File: config.mk
export PLATFORM = sky130hd
export DESIGN_NAME = fm_top
export DESIGN_NICKNAME = d
export VERILOG_FILES = /design/src/rtl/fm_pkg.sv /design/src/rtl/fm_mmr.sv /design/src/rtl/fm_cen_div.sv /design/src/rtl/fm_timers.sv /design/src/rtl/fm_chan_regs.sv /design/src/rtl/fm_top.sv
export SDC_FILE = /design/constraint.sdc
export NUM_CORES = 1
export LEC_CHECK = 0
export ABC_AREA = 0
export BUFFER_PORTS_ARGS = -buffer_cell sky130_fd_sc_hd__buf_4
export CAP_MARGIN = 20
export CELL_PAD_IN_SITES_DETAIL_PLACEMENT = 1
export CELL_PAD_IN_SITES_GLOBAL_PLACEMENT = 1
export CORE_MARGIN = 4
export CORE_UTILIZATION = 49
export CTS_CLUSTER_SIZE = 25
export DETAILED_ROUTE_END_ITERATION = 10
export GPL_ROUTABILITY_DRIVEN = 0
export HOLD_SLACK_MARGIN = 0.06
export PLACE_DENSITY = 0.83
export SYNTH_ARGS = -nofsm -noshare
export SYNTH_HDL_FRONTEND = slang
export SYNTH_HIERARCHICAL = 1
export SYNTH_SLANG_ARGS = --single-unit
File: constraint.sdc
create_clock -name clk -period 4 [get_ports clk]
set_input_delay 0.4 -clock clk [delete_from_list [all_inputs] [get_ports clk]]
set_output_delay 0.4 -clock clk [all_outputs]
set_load 0.1 [all_outputs]
File: src/rtl/fm_pkg.sv
// shared register map, sizes and bundles for the FM register front end
// compile before any other RTL file
package fm_pkg;

	// global registers, handled inside the control module
	localparam logic [7:0] REG_LFO     = 8'h22;
	localparam logic [7:0] REG_CLKA1   = 8'h24;
	localparam logic [7:0] REG_CLKA2   = 8'h25;
	localparam logic [7:0] REG_CLKB    = 8'h26;
	localparam logic [7:0] REG_TIMER   = 8'h27;
	localparam logic [7:0] REG_KON     = 8'h28;
	localparam logic [7:0] REG_PCM     = 8'h2A;
	localparam logic [7:0] REG_PCM_EN  = 8'h2B;
	localparam logic [7:0] REG_DACTEST = 8'h2C;
	localparam logic [7:0] REG_CLK_N6  = 8'h2D;
	localparam logic [7:0] REG_CLK_N3  = 8'h2E;
	localparam logic [7:0] REG_CLK_N2  = 8'h2F;

	// parameter register groups
	localparam logic [7:0] REG_DT_MUL   = 8'h30;
	localparam logic [7:0] REG_TL       = 8'h40;
	localparam logic [7:0] REG_KS_AR    = 8'h50;
	localparam logic [7:0] REG_FNUM_LO  = 8'hA0;
	localparam logic [7:0] REG_FNUM_HI  = 8'hA4;
	localparam logic [7:0] REG_FB_ALG   = 8'hB0;

	localparam int NUM_CH   = 6;
	localparam int NUM_OP   = 4;
	localparam int NUM_SLOT = 24;

	// clk_en ticks per timer B count
	localparam int TIMER_B_PRESCALE = 16;

	// prescaler selection
	localparam logic [1:0] DIV_N6 = 2'd0;
	localparam logic [1:0] DIV_N3 = 2'd1;
	localparam logic [1:0] DIV_N2 = 2'd2;

	// kind of a parameter write
	localparam logic [2:0] KIND_DT_MUL  = 3'd0;
	localparam logic [2:0] KIND_TL      = 3'd1;
	localparam logic [2:0] KIND_KS_AR   = 3'd2;
	localparam logic [2:0] KIND_FNUM_LO = 3'd3;
	localparam logic [2:0] KIND_FNUM_HI = 3'd4;
	localparam logic [2:0] KIND_FB_ALG  = 3'd5;
	localparam logic [2:0] KIND_KEYON   = 3'd6;

	typedef struct packed {
		logic       lfo_en;
		logic [2:0] lfo_freq;
		logic [8:0] pcm;
		logic       pcm_en;
	} glb_cfg_t;

	typedef struct packed {
		logic [9:0] value_a;
		logic [7:0] value_b;
		logic       load_a;
		logic       load_b;
		logic       irq_en_a;
		logic       irq_en_b;
		logic       clr_a;
		logic       clr_b;
	} tmr_ctrl_t;

	typedef struct packed {
		logic       wr;
		logic [2:0] kind;
		logic [2:0] ch;
		logic [1:0] op;
		logic [7:0] data;
	} chan_wr_t;

	typedef struct packed {
		logic [2:0]  ch;
		logic [1:0]  op;
		logic [10:0] fnum;
		logic [2:0]  block;
		logic [2:0]  fb;
		logic [2:0]  alg;
		logic [2:0]  dt;
		logic [3:0]  mul;
		logic [6:0]  tl;
		logic [1:0]  ks;
		logic [4:0]  ar;
		logic        keyon;
	} slot_param_t;

endpackage

File: src/rtl/fm_mmr.sv
// host register port: write edge detection, register decode and busy
// global settings are held here, parameter writes leave as chan_wr strobes
`timescale 1ns/1ps

module fm_mmr (
	input  logic              clk,
	input  logic              rst,
	input  logic              clk_en,
	input  logic [7:0]        din,
	input  logic [1:0]        addr,
	input  logic              write,
	input  logic              wr_done,
	output logic              busy,
	output fm_pkg::glb_cfg_t  glb,
	output fm_pkg::tmr_ctrl_t tmr,
	output logic [1:0]        div_sel,
	output fm_pkg::chan_wr_t  chan_wr
);

	logic       write_q;
	logic       wr_edge;
	logic [7:0] sel_reg;
	logic       bank;
	logic       par_hit;
	logic [2:0] par_kind;
	logic [2:0] par_ch;
	logic [1:0] par_op;

	assign wr_edge = write & ~write_q;

	// upper bank maps channels 0..2 onto 3..5
	assign par_ch = {1'b0, sel_reg[1:0]} + (bank ? 3'd3 : 3'd0);

	// register bits [3:2] come in slot order S1, S3, S2, S4
	assign par_op = {sel_reg[2], sel_reg[3]};

	always_comb begin
		par_hit  = 1'b1;
		par_kind = fm_pkg::KIND_DT_MUL;
		if (sel_reg[1:0] == 2'b11) begin
			// no fourth channel in a bank
			par_hit = 1'b0;
		end else if (sel_reg[7:4] == fm_pkg::REG_DT_MUL[7:4]) begin
			par_kind = fm_pkg::KIND_DT_MUL;
		end else if (sel_reg[7:4] == fm_pkg::REG_TL[7:4]) begin
			par_kind = fm_pkg::KIND_TL;
		end else if (sel_reg[7:4] == fm_pkg::REG_KS_AR[7:4]) begin
			par_kind = fm_pkg::KIND_KS_AR;
		end else if (sel_reg[7:2] == fm_pkg::REG_FNUM_LO[7:2]) begin
			par_kind = fm_pkg::KIND_FNUM_LO;
		end else if (sel_reg[7:2] == fm_pkg::REG_FNUM_HI[7:2]) begin
			par_kind = fm_pkg::KIND_FNUM_HI;
		end else if (sel_reg[7:2] == fm_pkg::REG_FB_ALG[7:2]) begin
			par_kind = fm_pkg::KIND_FB_ALG;
		end else begin
			par_hit = 1'b0;
		end
	end

	always_ff @(posedge clk) begin
		if (rst) begin
			write_q    <= 1'b0;
			sel_reg    <= 8'h00;
			bank       <= 1'b0;
			busy       <= 1'b0;
			glb        <= '0;
			tmr        <= '0;
			div_sel    <= fm_pkg::DIV_N6;
			chan_wr.wr <= 1'b0;
		end else begin
			write_q    <= write;
			chan_wr.wr <= 1'b0;

			if (wr_done)
				busy <= 1'b0;

			// flag clears only last until the next tick
			if (clk_en) begin
				tmr.clr_a <= 1'b0;
				tmr.clr_b <= 1'b0;
			end

			if (wr_edge && !addr[0]) begin
				sel_reg <= din;
				bank    <= addr[1];
			end else if (wr_edge && !busy) begin
				if (sel_reg < fm_pkg::REG_DT_MUL) begin
					case (sel_reg)
						fm_pkg::REG_LFO: begin
							glb.lfo_en   <= din[3];
							glb.lfo_freq <= din[2:0];
						end
						fm_pkg::REG_CLKA1:   tmr.value_a[9:2] <= din;
						fm_pkg::REG_CLKA2:   tmr.value_a[1:0] <= din[1:0];
						fm_pkg::REG_CLKB:    tmr.value_b <= din;
						fm_pkg::REG_TIMER: begin
							tmr.load_a   <= din[0];
							tmr.load_b   <= din[1];
							tmr.irq_en_a <= din[2];
							tmr.irq_en_b <= din[3];
							tmr.clr_a    <= din[4];
							tmr.clr_b    <= din[5];
						end
						fm_pkg::REG_KON: begin
							// channel in din[2:0], operator keys in din[7:4]
							chan_wr.wr   <= 1'b1;
							chan_wr.kind <= fm_pkg::KIND_KEYON;
							chan_wr.ch   <= din[2:0];
							chan_wr.op   <= 2'd0;
							chan_wr.data <= din;
							busy         <= 1'b1;
						end
						fm_pkg::REG_PCM:     glb.pcm[8:1] <= din;
						fm_pkg::REG_DACTEST: glb.pcm[0] <= din[3];
						fm_pkg::REG_PCM_EN:  glb.pcm_en <= din[7];
						fm_pkg::REG_CLK_N6:  div_sel <= fm_pkg::DIV_N6;
						fm_pkg::REG_CLK_N3:  div_sel <= fm_pkg::DIV_N3;
						fm_pkg::REG_CLK_N2:  div_sel <= fm_pkg::DIV_N2;
						default: ;
					endcase
				end else if (par_hit) begin
					chan_wr.wr   <= 1'b1;
					chan_wr.kind <= par_kind;
					chan_wr.ch   <= par_ch;
					chan_wr.op   <= par_op;
					chan_wr.data <= din;
					busy         <= 1'b1;
				end
			end
		end
	end

endmodule

File: src/rtl/fm_cen_div.sv
// clock enable prescaler, divides the host cen by 6, 3 or 2
`timescale 1ns/1ps

module fm_cen_div (
	input  logic       clk,
	input  logic       rst,
	input  logic       cen,
	input  logic [1:0] div_sel,
	output logic       clk_en
);

	logic [2:0] cnt;
	logic [2:0] lim;

	always_comb begin
		case (div_sel)
			fm_pkg::DIV_N3: lim = 3'd2;
			fm_pkg::DIV_N2: lim = 3'd1;
			default:        lim = 3'd5;
		endcase
	end

	// >= so a smaller divider takes over without a long wrap
	assign clk_en = cen & (cnt >= lim);

	always_ff @(posedge clk) begin
		if (rst) begin
			cnt <= 3'd0;
		end else if (cen) begin
			if (cnt >= lim)
				cnt <= 3'd0;
			else
				cnt <= cnt + 3'd1;
		end
	end

endmodule

File: src/rtl/fm_timers.sv
// timer A (10 bit) and timer B (8 bit) with sticky flags and interrupt
// both count on clk_en, timer B through a prescaler
`timescale 1ns/1ps

module fm_timers (
	input  logic              clk,
	input  logic              rst,
	input  logic              clk_en,
	input  fm_pkg::tmr_ctrl_t tmr,
	output logic              flag_a,
	output logic              flag_b,
	output logic              irq
);

	logic [9:0] cnt_a;
	logic [7:0] cnt_b;
	logic [$clog2(fm_pkg::TIMER_B_PRESCALE)-1:0] pre_b;
	logic       tick_b;

	assign tick_b = clk_en && int'(pre_b) == fm_pkg::TIMER_B_PRESCALE - 1;
	assign irq    = flag_a | flag_b;

	always_ff @(posedge clk) begin
		if (rst) begin
			cnt_a  <= 10'd0;
			flag_a <= 1'b0;
		end else begin
			if (!tmr.load_a) begin
				// stopped counter follows the reload value
				cnt_a <= tmr.value_a;
			end else if (clk_en) begin
				if (cnt_a == 10'h3ff) begin
					cnt_a <= tmr.value_a;
					if (tmr.irq_en_a)
						flag_a <= 1'b1;
				end else begin
					cnt_a <= cnt_a + 10'd1;
				end
			end
			if (tmr.clr_a || !tmr.irq_en_a)
				flag_a <= 1'b0;
		end
	end

	always_ff @(posedge clk) begin
		if (rst) begin
			cnt_b  <= 8'd0;
			pre_b  <= '0;
			flag_b <= 1'b0;
		end else begin
			if (!tmr.load_b) begin
				cnt_b <= tmr.value_b;
				pre_b <= '0;
			end else if (clk_en) begin
				pre_b <= pre_b + 1'b1;
				if (tick_b) begin
					if (cnt_b == 8'hff) begin
						cnt_b <= tmr.value_b;
						if (tmr.irq_en_b)
							flag_b <= 1'b1;
					end else begin
						cnt_b <= cnt_b + 8'd1;
					end
				end
			end
			if (tmr.clr_b || !tmr.irq_en_b)
				flag_b <= 1'b0;
		end
	end

endmodule

File: src/rtl/fm_chan_regs.sv
// channel and operator parameter store with key-on bits
// writes land on clk_en, the output scans one slot per clk_en
`timescale 1ns/1ps

module fm_chan_regs (
	input  logic                clk,
	input  logic                rst,
	input  logic                clk_en,
	input  fm_pkg::chan_wr_t    chan_wr,
	output logic                wr_done,
	output fm_pkg::slot_param_t slot
);

	// per channel
	logic [10:0] fnum     [fm_pkg::NUM_CH];
	logic [2:0]  block    [fm_pkg::NUM_CH];
	logic [5:0]  fhi_latch[fm_pkg::NUM_CH];
	logic [2:0]  fb       [fm_pkg::NUM_CH];
	logic [2:0]  alg      [fm_pkg::NUM_CH];

	// per slot, indexed op * NUM_CH + ch
	logic [2:0] dt [fm_pkg::NUM_SLOT];
	logic [3:0] mul[fm_pkg::NUM_SLOT];
	logic [6:0] tl [fm_pkg::NUM_SLOT];
	logic [1:0] ks [fm_pkg::NUM_SLOT];
	logic [4:0] ar [fm_pkg::NUM_SLOT];
	logic [fm_pkg::NUM_SLOT-1:0] keyon;

	fm_pkg::chan_wr_t pend;
	fm_pkg::chan_wr_t cur;
	logic       pend_vld;
	logic [4:0] wr_slot;
	logic [2:0] scan_ch;
	logic [1:0] scan_op;
	logic [4:0] scan_slot;

	// a strobe on a clk_en cycle is applied at once
	assign cur       = chan_wr.wr ? chan_wr : pend;
	assign wr_done   = clk_en & (chan_wr.wr | pend_vld);
	assign wr_slot   = 5'(cur.op) * 5'(fm_pkg::NUM_CH) + 5'(cur.ch);
	assign scan_slot = 5'(scan_op) * 5'(fm_pkg::NUM_CH) + 5'(scan_ch);

	always_ff @(posedge clk) begin
		if (rst) begin
			pend_vld <= 1'b0;
			keyon    <= '0;
			scan_ch  <= 3'd0;
			scan_op  <= 2'd0;
		end else begin
			if (chan_wr.wr && !clk_en) begin
				pend     <= chan_wr;
				pend_vld <= 1'b1;
			end
			if (clk_en) begin
				pend_vld <= 1'b0;
				if (scan_ch == 3'(fm_pkg::NUM_CH - 1)) begin
					scan_ch <= 3'd0;
					scan_op <= scan_op + 2'd1;
				end else begin
					scan_ch <= scan_ch + 3'd1;
				end
			end
			if (wr_done && cur.ch < fm_pkg::NUM_CH) begin
				case (cur.kind)
					fm_pkg::KIND_DT_MUL: begin
						dt[wr_slot]  <= cur.data[6:4];
						mul[wr_slot] <= cur.data[3:0];
					end
					fm_pkg::KIND_TL: tl[wr_slot] <= cur.data[6:0];
					fm_pkg::KIND_KS_AR: begin
						ks[wr_slot] <= cur.data[7:6];
						ar[wr_slot] <= cur.data[4:0];
					end
					// high byte waits in the latch for the low byte
					fm_pkg::KIND_FNUM_HI: fhi_latch[cur.ch] <= cur.data[5:0];
					fm_pkg::KIND_FNUM_LO: begin
						fnum[cur.ch]  <= {fhi_latch[cur.ch][2:0], cur.data};
						block[cur.ch] <= fhi_latch[cur.ch][5:3];
					end
					fm_pkg::KIND_FB_ALG: begin
						fb[cur.ch]  <= cur.data[5:3];
						alg[cur.ch] <= cur.data[2:0];
					end
					fm_pkg::KIND_KEYON: begin
						for (int op = 0; op < fm_pkg::NUM_OP; op++)
							keyon[op * fm_pkg::NUM_CH + cur.ch] <= cur.data[4 + op];
					end
					default: ;
				endcase
			end
		end
	end

	always_comb begin
		slot.ch    = scan_ch;
		slot.op    = scan_op;
		slot.fnum  = fnum[scan_ch];
		slot.block = block[scan_ch];
		slot.fb    = fb[scan_ch];
		slot.alg   = alg[scan_ch];
		slot.dt    = dt[scan_slot];
		slot.mul   = mul[scan_slot];
		slot.tl    = tl[scan_slot];
		slot.ks    = ks[scan_slot];
		slot.ar    = ar[scan_slot];
		slot.keyon = keyon[scan_slot];
	end

endmodule

File: src/rtl/fm_top.sv
// FM register front end, top level
// host byte port in; global settings, scanned slot parameters and status out
`timescale 1ns/1ps

module fm_top (
	input  logic                clk,
	input  logic                rst,
	input  logic                cen,
	input  logic [7:0]          din,
	input  logic [1:0]          addr,
	input  logic                write,
	output logic                busy,
	output logic [7:0]          status,
	output logic                irq,
	output fm_pkg::glb_cfg_t    glb,
	output fm_pkg::slot_param_t slot,
	output logic                clk_en
);

	fm_pkg::tmr_ctrl_t tmr;
	fm_pkg::chan_wr_t  chan_wr;
	logic [1:0]        div_sel;
	logic              wr_done;
	logic              flag_a;
	logic              flag_b;

	// busy in bit 7, timer flags in bits 1 and 0
	assign status = {busy, 5'b00000, flag_b, flag_a};

	fm_mmr u_mmr (
		.clk     (clk),
		.rst     (rst),
		.clk_en  (clk_en),
		.din     (din),
		.addr    (addr),
		.write   (write),
		.wr_done (wr_done),
		.busy    (busy),
		.glb     (glb),
		.tmr     (tmr),
		.div_sel (div_sel),
		.chan_wr (chan_wr)
	);

	fm_cen_div u_cen_div (
		.clk     (clk),
		.rst     (rst),
		.cen     (cen),
		.div_sel (div_sel),
		.clk_en  (clk_en)
	);

	fm_timers u_timers (
		.clk    (clk),
		.rst    (rst),
		.clk_en (clk_en),
		.tmr    (tmr),
		.flag_a (flag_a),
		.flag_b (flag_b),
		.irq    (irq)
	);

	fm_chan_regs u_chan_regs (
		.clk     (clk),
		.rst     (rst),
		.clk_en  (clk_en),
		.chan_wr (chan_wr),
		.wr_done (wr_done),
		.slot    (slot)
	);

endmodule

* After elaboration in Yosys (flattened, before gate mapping)
Memories as Yosys holds them, arrays and structs flattened. A register that Yosys moved wholly into a read port is not among the register bits.
Cells that the tools add are included.
** Cells by class
- Add/subtract/negate cells :: 12
- $mul :: 2
- Order comparisons :: 12
- Equal/unequal tests :: 35
- Mux-type cells :: 87
- Bitwise gates (word level) :: 10
- Reductions and logical operators :: 40
** Operator list (count)
- bitwise mux 24 bit :: 4
- == test 8 x 6 -> 1 bit, second input constant :: 12
- greater-or-equal comparator 32 x 1 -> 1 bit, second input constant :: 3
- less-than comparator 32 x 6 -> 1 bit, second input constant :: 3
- two-way mux 17 bit :: 3
- two-way mux 3 bit :: 17
- two-way mux 1 bit :: 42
- AND reduction 4 bit :: 10
- two-way mux 8 bit :: 4
- two-way mux 10 bit :: 3
- == test 6 bit, second input constant :: 3
- two-way mux 16 bit :: 1
- demux 1 bit (select 5 bit) :: 3
- == test 3 bit, second input constant :: 4
- two-way mux 2 bit :: 6
- adder 10 x 1 -> 10 bit, second input constant :: 1
- adder 5 x 3 -> 5 bit :: 2
- == test 10 bit, second input constant :: 1
- AND reduction 5 bit :: 2
- logical AND 1 bit :: 9
- adder 8 x 1 -> 8 bit, second input constant :: 1
- == test 4 x 3 -> 1 bit, second input constant :: 2
- == test 8 bit, second input constant :: 1
- less-than comparator 8 x 6 -> 1 bit, second input constant :: 1
- other kinds (36) :: 60
** Word-level totals
- Bits in registers :: 141
- RAM bits :: 660
- Output and inout port bits :: 72
- Logic and storage cells :: 246
- Memories kept :: 10
** Memories
- u_chan_regs.tl :: depth 24, width 7, rd ports 1, clocked after Yosys merged registers in 0, wr ports 1, RTL line fm_chan_regs.sv:24 : logic [6:0] tl [fm_pkg::NUM_SLOT];
- u_chan_regs.ar :: depth 24, width 5, rd ports 1, clocked after Yosys merged registers in 0, wr ports 1, RTL line fm_chan_regs.sv:26 : logic [4:0] ar [fm_pkg::NUM_SLOT];
- u_chan_regs.mul :: depth 24, width 4, rd ports 1, clocked after Yosys merged registers in 0, wr ports 1, RTL line fm_chan_regs.sv:23 : logic [3:0] mul[fm_pkg::NUM_SLOT];
- u_chan_regs.dt :: depth 24, width 3, rd ports 1, clocked after Yosys merged registers in 0, wr ports 1, RTL line fm_chan_regs.sv:22 : logic [2:0] dt [fm_pkg::NUM_SLOT];
- u_chan_regs.fnum :: depth 6, width 11, rd ports 1, clocked after Yosys merged registers in 1, wr ports 1, RTL line fm_chan_regs.sv:15 : logic [10:0] fnum [fm_pkg::NUM_CH];
- u_chan_regs.ks :: depth 24, width 2, rd ports 1, clocked after Yosys merged registers in 0, wr ports 1, RTL line fm_chan_regs.sv:25 : logic [1:0] ks [fm_pkg::NUM_SLOT];
- 4 more memories

* Longest topological paths before layout
Gate-level depths: netlist of run 1.
- Word-level depth :: 12
- Gate-level depth with buffers :: 14
- Gate-level depth less buffers :: 11

* Modules after synthesis
The synthesis of run 1 kept the hierarchy.
** Modules (own cells, without submodules)
- fm_chan_regs :: times used 1, cells an instance 1551, area each 29002.8 um^2
- fm_mmr :: times used 1, cells an instance 251, area each 2808.9 um^2
- fm_timers :: times used 1, cells an instance 189, area each 1577.8 um^2
- fm_cen_div :: times used 1, cells an instance 28, area each 251.5 um^2
- fm_top :: times used 1, cells an instance 9, area each 63.8 um^2

* Worst setup path after synthesis of run 1
Ideal clock, no wire load.
- Kind :: flip-flop to output port
- From :: register u_chan_regs.scan_op[0]
- To :: output slot[10] (netlist bit)
- Arrival :: 4.534 ns
- Required time :: 3.600 ns
- Slack :: -0.934 ns
- Stages on the path, launching flop included :: 11
- Path buffers :: 3
- Cell sequence :: dfxtp_1 -> inv_1 -> ha_1 -> inv_1 -> fa_1 -> buf_2 -> buf_2 -> clkbuf_1 -> mux4_2 -> mux2i_1 -> o221ai_1
** RTL lines
- start: declaration :: RTL line fm_chan_regs.sv:34 : logic [1:0] scan_op;
- start signal: assignment :: RTL line fm_chan_regs.sv:58 : scan_op <= scan_op + 2'd1;
- end: declaration :: RTL line fm_top.sv:16 : output fm_pkg::slot_param_t slot,

==> results of run 1 <==
==> synth_stat cells (all sizes together), types with 18 or more instances <==
library cell	count	area share [%]
mux4	151	10
nand3	33	0.58
nor3	68	1.0
dfxtp	112	6.7
inv	53	0.59
edfxtp	692	62
a21oi	61	0.94
clkbuf	48	0.53
o21ai	24	0.38
ha	22	0.82
nand2	74	0.82
nor2	136	1.5
buf	84	1.6
nor4	35	0.82
nand2b	18	0.33
o221ai	24	0.62
mux2i	131	4.1
a211o	25	0.65
==> cells in the final DEF, fill, tap and decap left out, types with 12 or more instances in the layout <==
cell       instances
buf_12            21
buf_4            174
mux2i_4           25
a211o_1           24
clkbuf_16         87
mux4_2           151
a31oi_1           14
o21ai_0           13
dfxtp_1          107
edfxtp_1         692
nand3_1           30
nand2b_1          18
buf_16            12
ha_1              20
nor4_1            26
a21oi_1           58
nand2_1           74
nor2_1           122
nor3_1            68
mux2i_1           95
clkinv_1          16
clkinv_2          15
inv_1             45
clkbuf_1          17
==> logic make-up (layout without fill, tap and decap cells) <==
logic type	Yosys count	count (layout)	synth area share, %
AO/OA/AOI/OAI	260	260	5.90
XOR/XNOR	11	11	0.286
adder cells (fa/ha/maj)	25	25	0.995
buffers and inverters	185	434	2.70
flip-flops	804	804	68.3
multiplexers	291	291	14.4
other	1	5	0.0111
AND/OR/NAND/NOR	451	451	7.37
==> routing by layer <==
metal | share of wire (%) | track usage [%] | wire length [um] | vias to the layer above
met4 | 4.5 | 9.64 | 4550 | 0
met5 | 0 | 0 | 0 | -
met1 | 36 | 32.7 | 36700 | 10700
met2 | 51 | 44.9 | 52100 | 1261
met3 | 8.3 | 4.58 | 8450 | 279
li1 | - | - | - | 8468
==> worst max-delay path, stage by stage, from the launching register on <==
cell      delay [ns]
dfxtp_4         0.37
inv_4           0.04
ha_4            0.28
inv_4           0.05
fa_4            0.79
buf_12          0.14
buf_12          0.13
buf_16          0.15
mux4_2          0.39
nor2_1          0.12
a211o_1         0.23
o221ai_2        0.17
buf_8           0.23
==> metrics by stage <==
stage                     cells  hold slack (ns)  utilization (%)  TNS (ns)  setup slack (ns)
after floorplan            2032            0.391                -    -0.748           -0.0818
after global placement     2974            0.411             53.3         0             0.395
after detailed placement   2974            0.412             53.3         0             0.311
after CTS                  3142           0.0692             58.2  -0.00869          -0.00869
after global routing       3154           0.0880             58.9     -1.85            -0.220
final                      3154           0.0897             58.9    -0.981            -0.174
==> final cells by class <==
type	instances	area [um^2]
inverter	53	204
fill	5930	27800
tap	873	1090
sequential	804	23000
timing repair buffer	230	2400
clock buffer	102	2170
clock inverter	49	443
multi-input combinational	1043	10500
==> worst paths after layout <==
check | slack [ns] | depth (start not counted) | endpoint
max reg2reg | 0.23 | 12 | u_chan_regs/ar[6][0]
max | -0.17 | 12 | slot[20]
min reg2reg | 0.42 | 1 | u_timers/flag_a
min | 0.09 | 3 | u_mmr/tmr[11]
==> power by group through the flow <==
stage | Combinational (mW) | Clock (mW) | Sequential (mW)
after floorplan | 0.179 | 0 | 9.20
after global placement | 0.242 | 0 | 9.20
after detailed placement | 0.254 | 0 | 9.20
after CTS | 0.262 | 7.63 | 9.02
after global routing | 0.289 | 8.20 | 9.02
final | 0.274 | 7.72 | 9.02
==> repair_timing <==
item,4_1_cts,5_1_grt
setup endpoints to repair,22,21
gates cloned,7,4
pin swaps,13,13
endpoints found under the hold margin,4,0
hold buffers,3,0
buffers inserted,7,3
resized for setup,100,48
==> flow_summary.yaml, run 1 <==
finish:
  reg_top3: "u_chan_regs/tl (168), u_chan_regs/ar (120), u_chan_regs/mul (96)"
  largest_reg_flops: 168
  syn_to_final_growth_pct: 18.2
  fin_nets: 2252
  drive_gt1_share_pct: 28.7
  n_antenna_cell: 0
  fin_area_um2: 39900
  top_register: "u_chan_regs/tl"
clocking:
  clock-sinks: 804
  clk_pin_slew_ns: 0.07
  cts_buffer_depth: 3
  insertion_delay_ns: 0.67
  root_buffer: "clkbuf_16"
  cts_tree: "done"
  htreeDepth: 3
  cts_buffers: 81
power:
  ir_worst_vdd_mv: 0.291
  power_density_nw_per_um2: 427
  p_leak_nw: 13.0
  fin_total_pwr_mw: 17.0
  p_int_mw: 13.3
  seqPwrFrac_pct: 53.0
  p_sw_mw: 3.66
  combPwrFrac_pct: 1.6
  power_frac_clock_pct: 45.4
  switching_share_pct: 21.5
sta:
  tightestPinTransition_ns: 1.13
  max_clock_freq_mhz: 240
  max_slew_margin_pct: 24.4
  finalHoldViolations: 0
  setup_slack_ns: -0.174
  fin_crit_ns: 4.17
  setup_viol: 16
  finalCritPeriodShare_pct: 104
  finalMaxSlewViolations: 0
  rsz0062_at_grt: "yes"
  skew_ns: 0.0435
worst_setup_path:
  startpoint_type: "flip-flop"
  cp.arrival_ns: 3.77
  crit_start: "u_chan_regs/scan_op[0]"
  critical_path_class: "reg2out"
  required_ns: 3.60
  critPathMaxFanout: 7
  end_kind: "primary output"
  timing.rr.start: "u_mmr/chan_wr[16]"
route:
  post-route-drc-count: 0
  vias_per_cell: 6.58
  vias: 20800
  ant_nets: 0
  drt_pass1_iterations: 6
  routed_wl_um: 102000
  wire_per_inst_um: 32.3
  first_iter_violations: 2492
logic_synthesis:
  ys_types: 102
  seq_area_frac_synth_pct: 68.3
  ys_warn_count: 6
  netlist_area_um2: 33700
  async_flop_share_pct: 0
  ys.flop_type: "edfxtp_1"
  synth-edff-count: 692
  ys_seq_elements: 804
  syn_avg_cell_area_um2: 16.6
  synth_cells: 2028
grt:
  antenna_found_initial: 1
  grt_usage_pct: 25.8
  grt_start_max_net_pins: 97
  grt-ovfl-total: 0
  grt_pass1_vias: 21700
  grt_pass1_wl_um: 142000
min_path:
  worstHoldStart: "din[5]"
  min_path_type: "in2reg"
place:
  io_buffers: 80
  placed_area_um2: 36000
  dp_hpwl_um: 53400
floorplanning:
  die_y_um: 270
  initial_core_util_pct: 49.8
  die_width_um: 270
  ios: 86
  coreArea_um2: 67600
  dieArea_um2: 73000
  fp-row-count: 95
outcome:
  violations: "negative setup slack"
  status: "complete, but fails checks"
run:
  cap_violations: 0
No activity file was read; power rests on OpenSTA's default activity.
==> inputs of run 2 (changes only) <==
--- a/config.mk
+++ b/config.mk
@@ -10,6 +10,7 @@
 export CAP_MARGIN = 20
 export CELL_PAD_IN_SITES_DETAIL_PLACEMENT = 1
 export CELL_PAD_IN_SITES_GLOBAL_PLACEMENT = 1
+export CORE_ASPECT_RATIO = 0.8
 export CORE_MARGIN = 4
 export CORE_UTILIZATION = 49
 export CTS_CLUSTER_SIZE = 25
==> flow_summary.yaml, run 2 (synthesis gave the netlist of run 1 again) <==
worst_setup_path:
  end_kind: "primary output"
  cp.arrival_ns: 3.77
  critPathMaxFanout: 9
  critical_path_class: "reg2out"
  startpoint_type: "flip-flop"
  required_ns: 3.60
finish:
  fillCellCount: 6058
  reg_top3: "u_chan_regs/tl (168), u_chan_regs/ar (120), u_chan_regs/mul (96)"
  fin_nets: 2288
  final_common_cell: "edfxtp_1"
  syn_to_final_growth_pct: 19.5
  drive_gt1_share_pct: 29.6
  largest_reg_flops: 168
  layout_common_cells: "edfxtp_1 (692), buf_4 (203), mux4_2 (151)"
  top_register: "u_chan_regs/tl"
clocking:
  cts_tree: "done"
  clock-sinks: 804
  cts_buffer_depth: 3
  cts_buffers: 80
  htreeDepth: 3
  insertion_delay_ns: 0.67
  root_buffer: "clkbuf_16"
  clk_pin_slew_ns: 0.07
power:
  p_leak_nw: 13.2
  fin_total_pwr_mw: 16.9
  ir_worst_vdd_mv: 0.286
  power_density_nw_per_um2: 420
route:
  post-route-drc-count: 0
  drt_pass1_iterations: 5
  routed_wl_um: 106000
  wire_per_inst_um: 32.8
  vias: 21200
  vias_per_cell: 6.56
  first_iter_violations: 2774
  ant_nets: 0
grt:
  use_met2_pct: 46.2
  grt_use_met1_pct: 35.6
  grt_pass1_wl_um: 150000
  grt-ovfl-total: 0
  antenna_found_initial: 2
  grt_pass1_vias: 21900
  grt_busiest_layer: "met2"
  grt_start_max_net_pins: 91
  met3_usage_pct: 6.78
  grt_usage_pct: 27.7
sta:
  tightestPinTransition_ns: 1.12
  finalMaxSlewViolations: 0
  max_clock_freq_mhz: 240
  skew_ns: 0.0505
  finalHoldViolations: 0
  rsz0062_at_grt: "yes"
  setup_slack_ns: -0.175
  fin_crit_ns: 4.17
  setup_viol: 22
  max_slew_margin_pct: 25.3
  finalCritPeriodShare_pct: 104
  fin_setup_tns_ns: -1.80
floorplanning:
  ios: 86
  initial_core_util_pct: 49.8
  die_y_um: 243
  fp-row-count: 85
  die_width_um: 301
  coreArea_um2: 67700
  dieArea_um2: 73100
place:
  dp_hpwl_um: 56500
  io_buffers: 80
outcome:
  status: "complete, but fails checks"
  violations: "negative setup slack"
min_path:
  min_path_type: "in2reg"
run:
  cap_violations: 0
## run 2: changes by cell type in the layout (fill, tap and decap cells not counted), sizes merged
cell and delta:
buf +39, bufbuf +1, clkbuf +9, clkinv -12, clkinvlp -2, diode +1
dlygate4sd3 -1, inv -4
## run 2: metrics by stage
| step | instances | setup WS, ns | hold WS, ns | cell area [um^2] | utilization [%] |
|---|---|---|---|---|---|
| finish | 3225 | -0.175 | 0.0837 | 40300 | 59.5 |
| global route | 3225 | -0.233 | 0.0860 | 40300 | 59.5 |
| CTS | 3213 | -0.0327 | 0.0661 | 39900 | 58.9 |
| detailed placement | 3044 | 0.260 | 0.423 | 36400 | 53.7 |
| global placement | 3044 | 0.375 | 0.406 | 36400 | 53.7 |
| floorplan | 2032 | -0.0818 | 0.391 | 34000 | - |
## run 2: final cells by class
cell class / instances / area (um^2) / share of cell area [%]
Sequential cell: 804 / 23000 / 57.2
Multi-Input combinational cell: 1043 / 10500 / 26.2
Timing Repair Buffer: 267 / 2820 / 7.00
Clock buffer: 113 / 2190 / 5.43
Tap cell: 913 / 1140 / 2.84
Clock inverter: 31 / 357 / 0.885
Inverter: 53 / 204 / 0.506
Antenna cell: 1 / 2.50 / 0.00621
## run 2: worst max-delay path: stages, from the launching register on
cell and delay (ns):
dfxtp_4 0.37, inv_4 0.04, ha_4 0.28, inv_4 0.04
fa_4 0.87, buf_12 0.16, buf_16 0.16, mux4_2 0.41
nor2_2 0.19, a211o_1 0.23, o221ai_4 0.17, buf_12 0.20
## run 2: power breakdown
part           internal, mW  total [mW]  leakage (nW)  switching, mW
registers              9.00        9.02          7.14         0.0188
logic                0.0755       0.279          4.83          0.204
clock network          4.23        7.64          1.24           3.41
## run 2: worst paths after layout
kind	from	endpoint	slack, ns	cells after the start
worst min-delay path	din[4]	u_mmr/glb[6]	0.08	3
worst max register to register	u_mmr/chan_wr[16]	u_chan_regs/mul[9][3]	0.26	10
worst max-delay path	u_chan_regs/scan_op[0]	slot[18]	-0.17	11
worst min register to register	u_mmr/tmr[1]	u_timers/flag_a	0.43	1
## run 2: repair_timing
action / CTS / global route
gates resized for setup: 116 / 41
setup buffers: 12 / 6
hold buffers: 2 / 0
gates cloned: 11 / 2
setup endpoints to repair: 22 / 36
endpoints found under the hold margin: 2 / 0
pin swaps: 14 / 11
## run 2: metal layers
metal / vias to the layer above / share of wire, %
met5: - / 0.0095
met4: 2 / 4.8
met3: 322 / 9.7
met2: 1432 / 49
met1: 10900 / 36
li1: 8539 / -
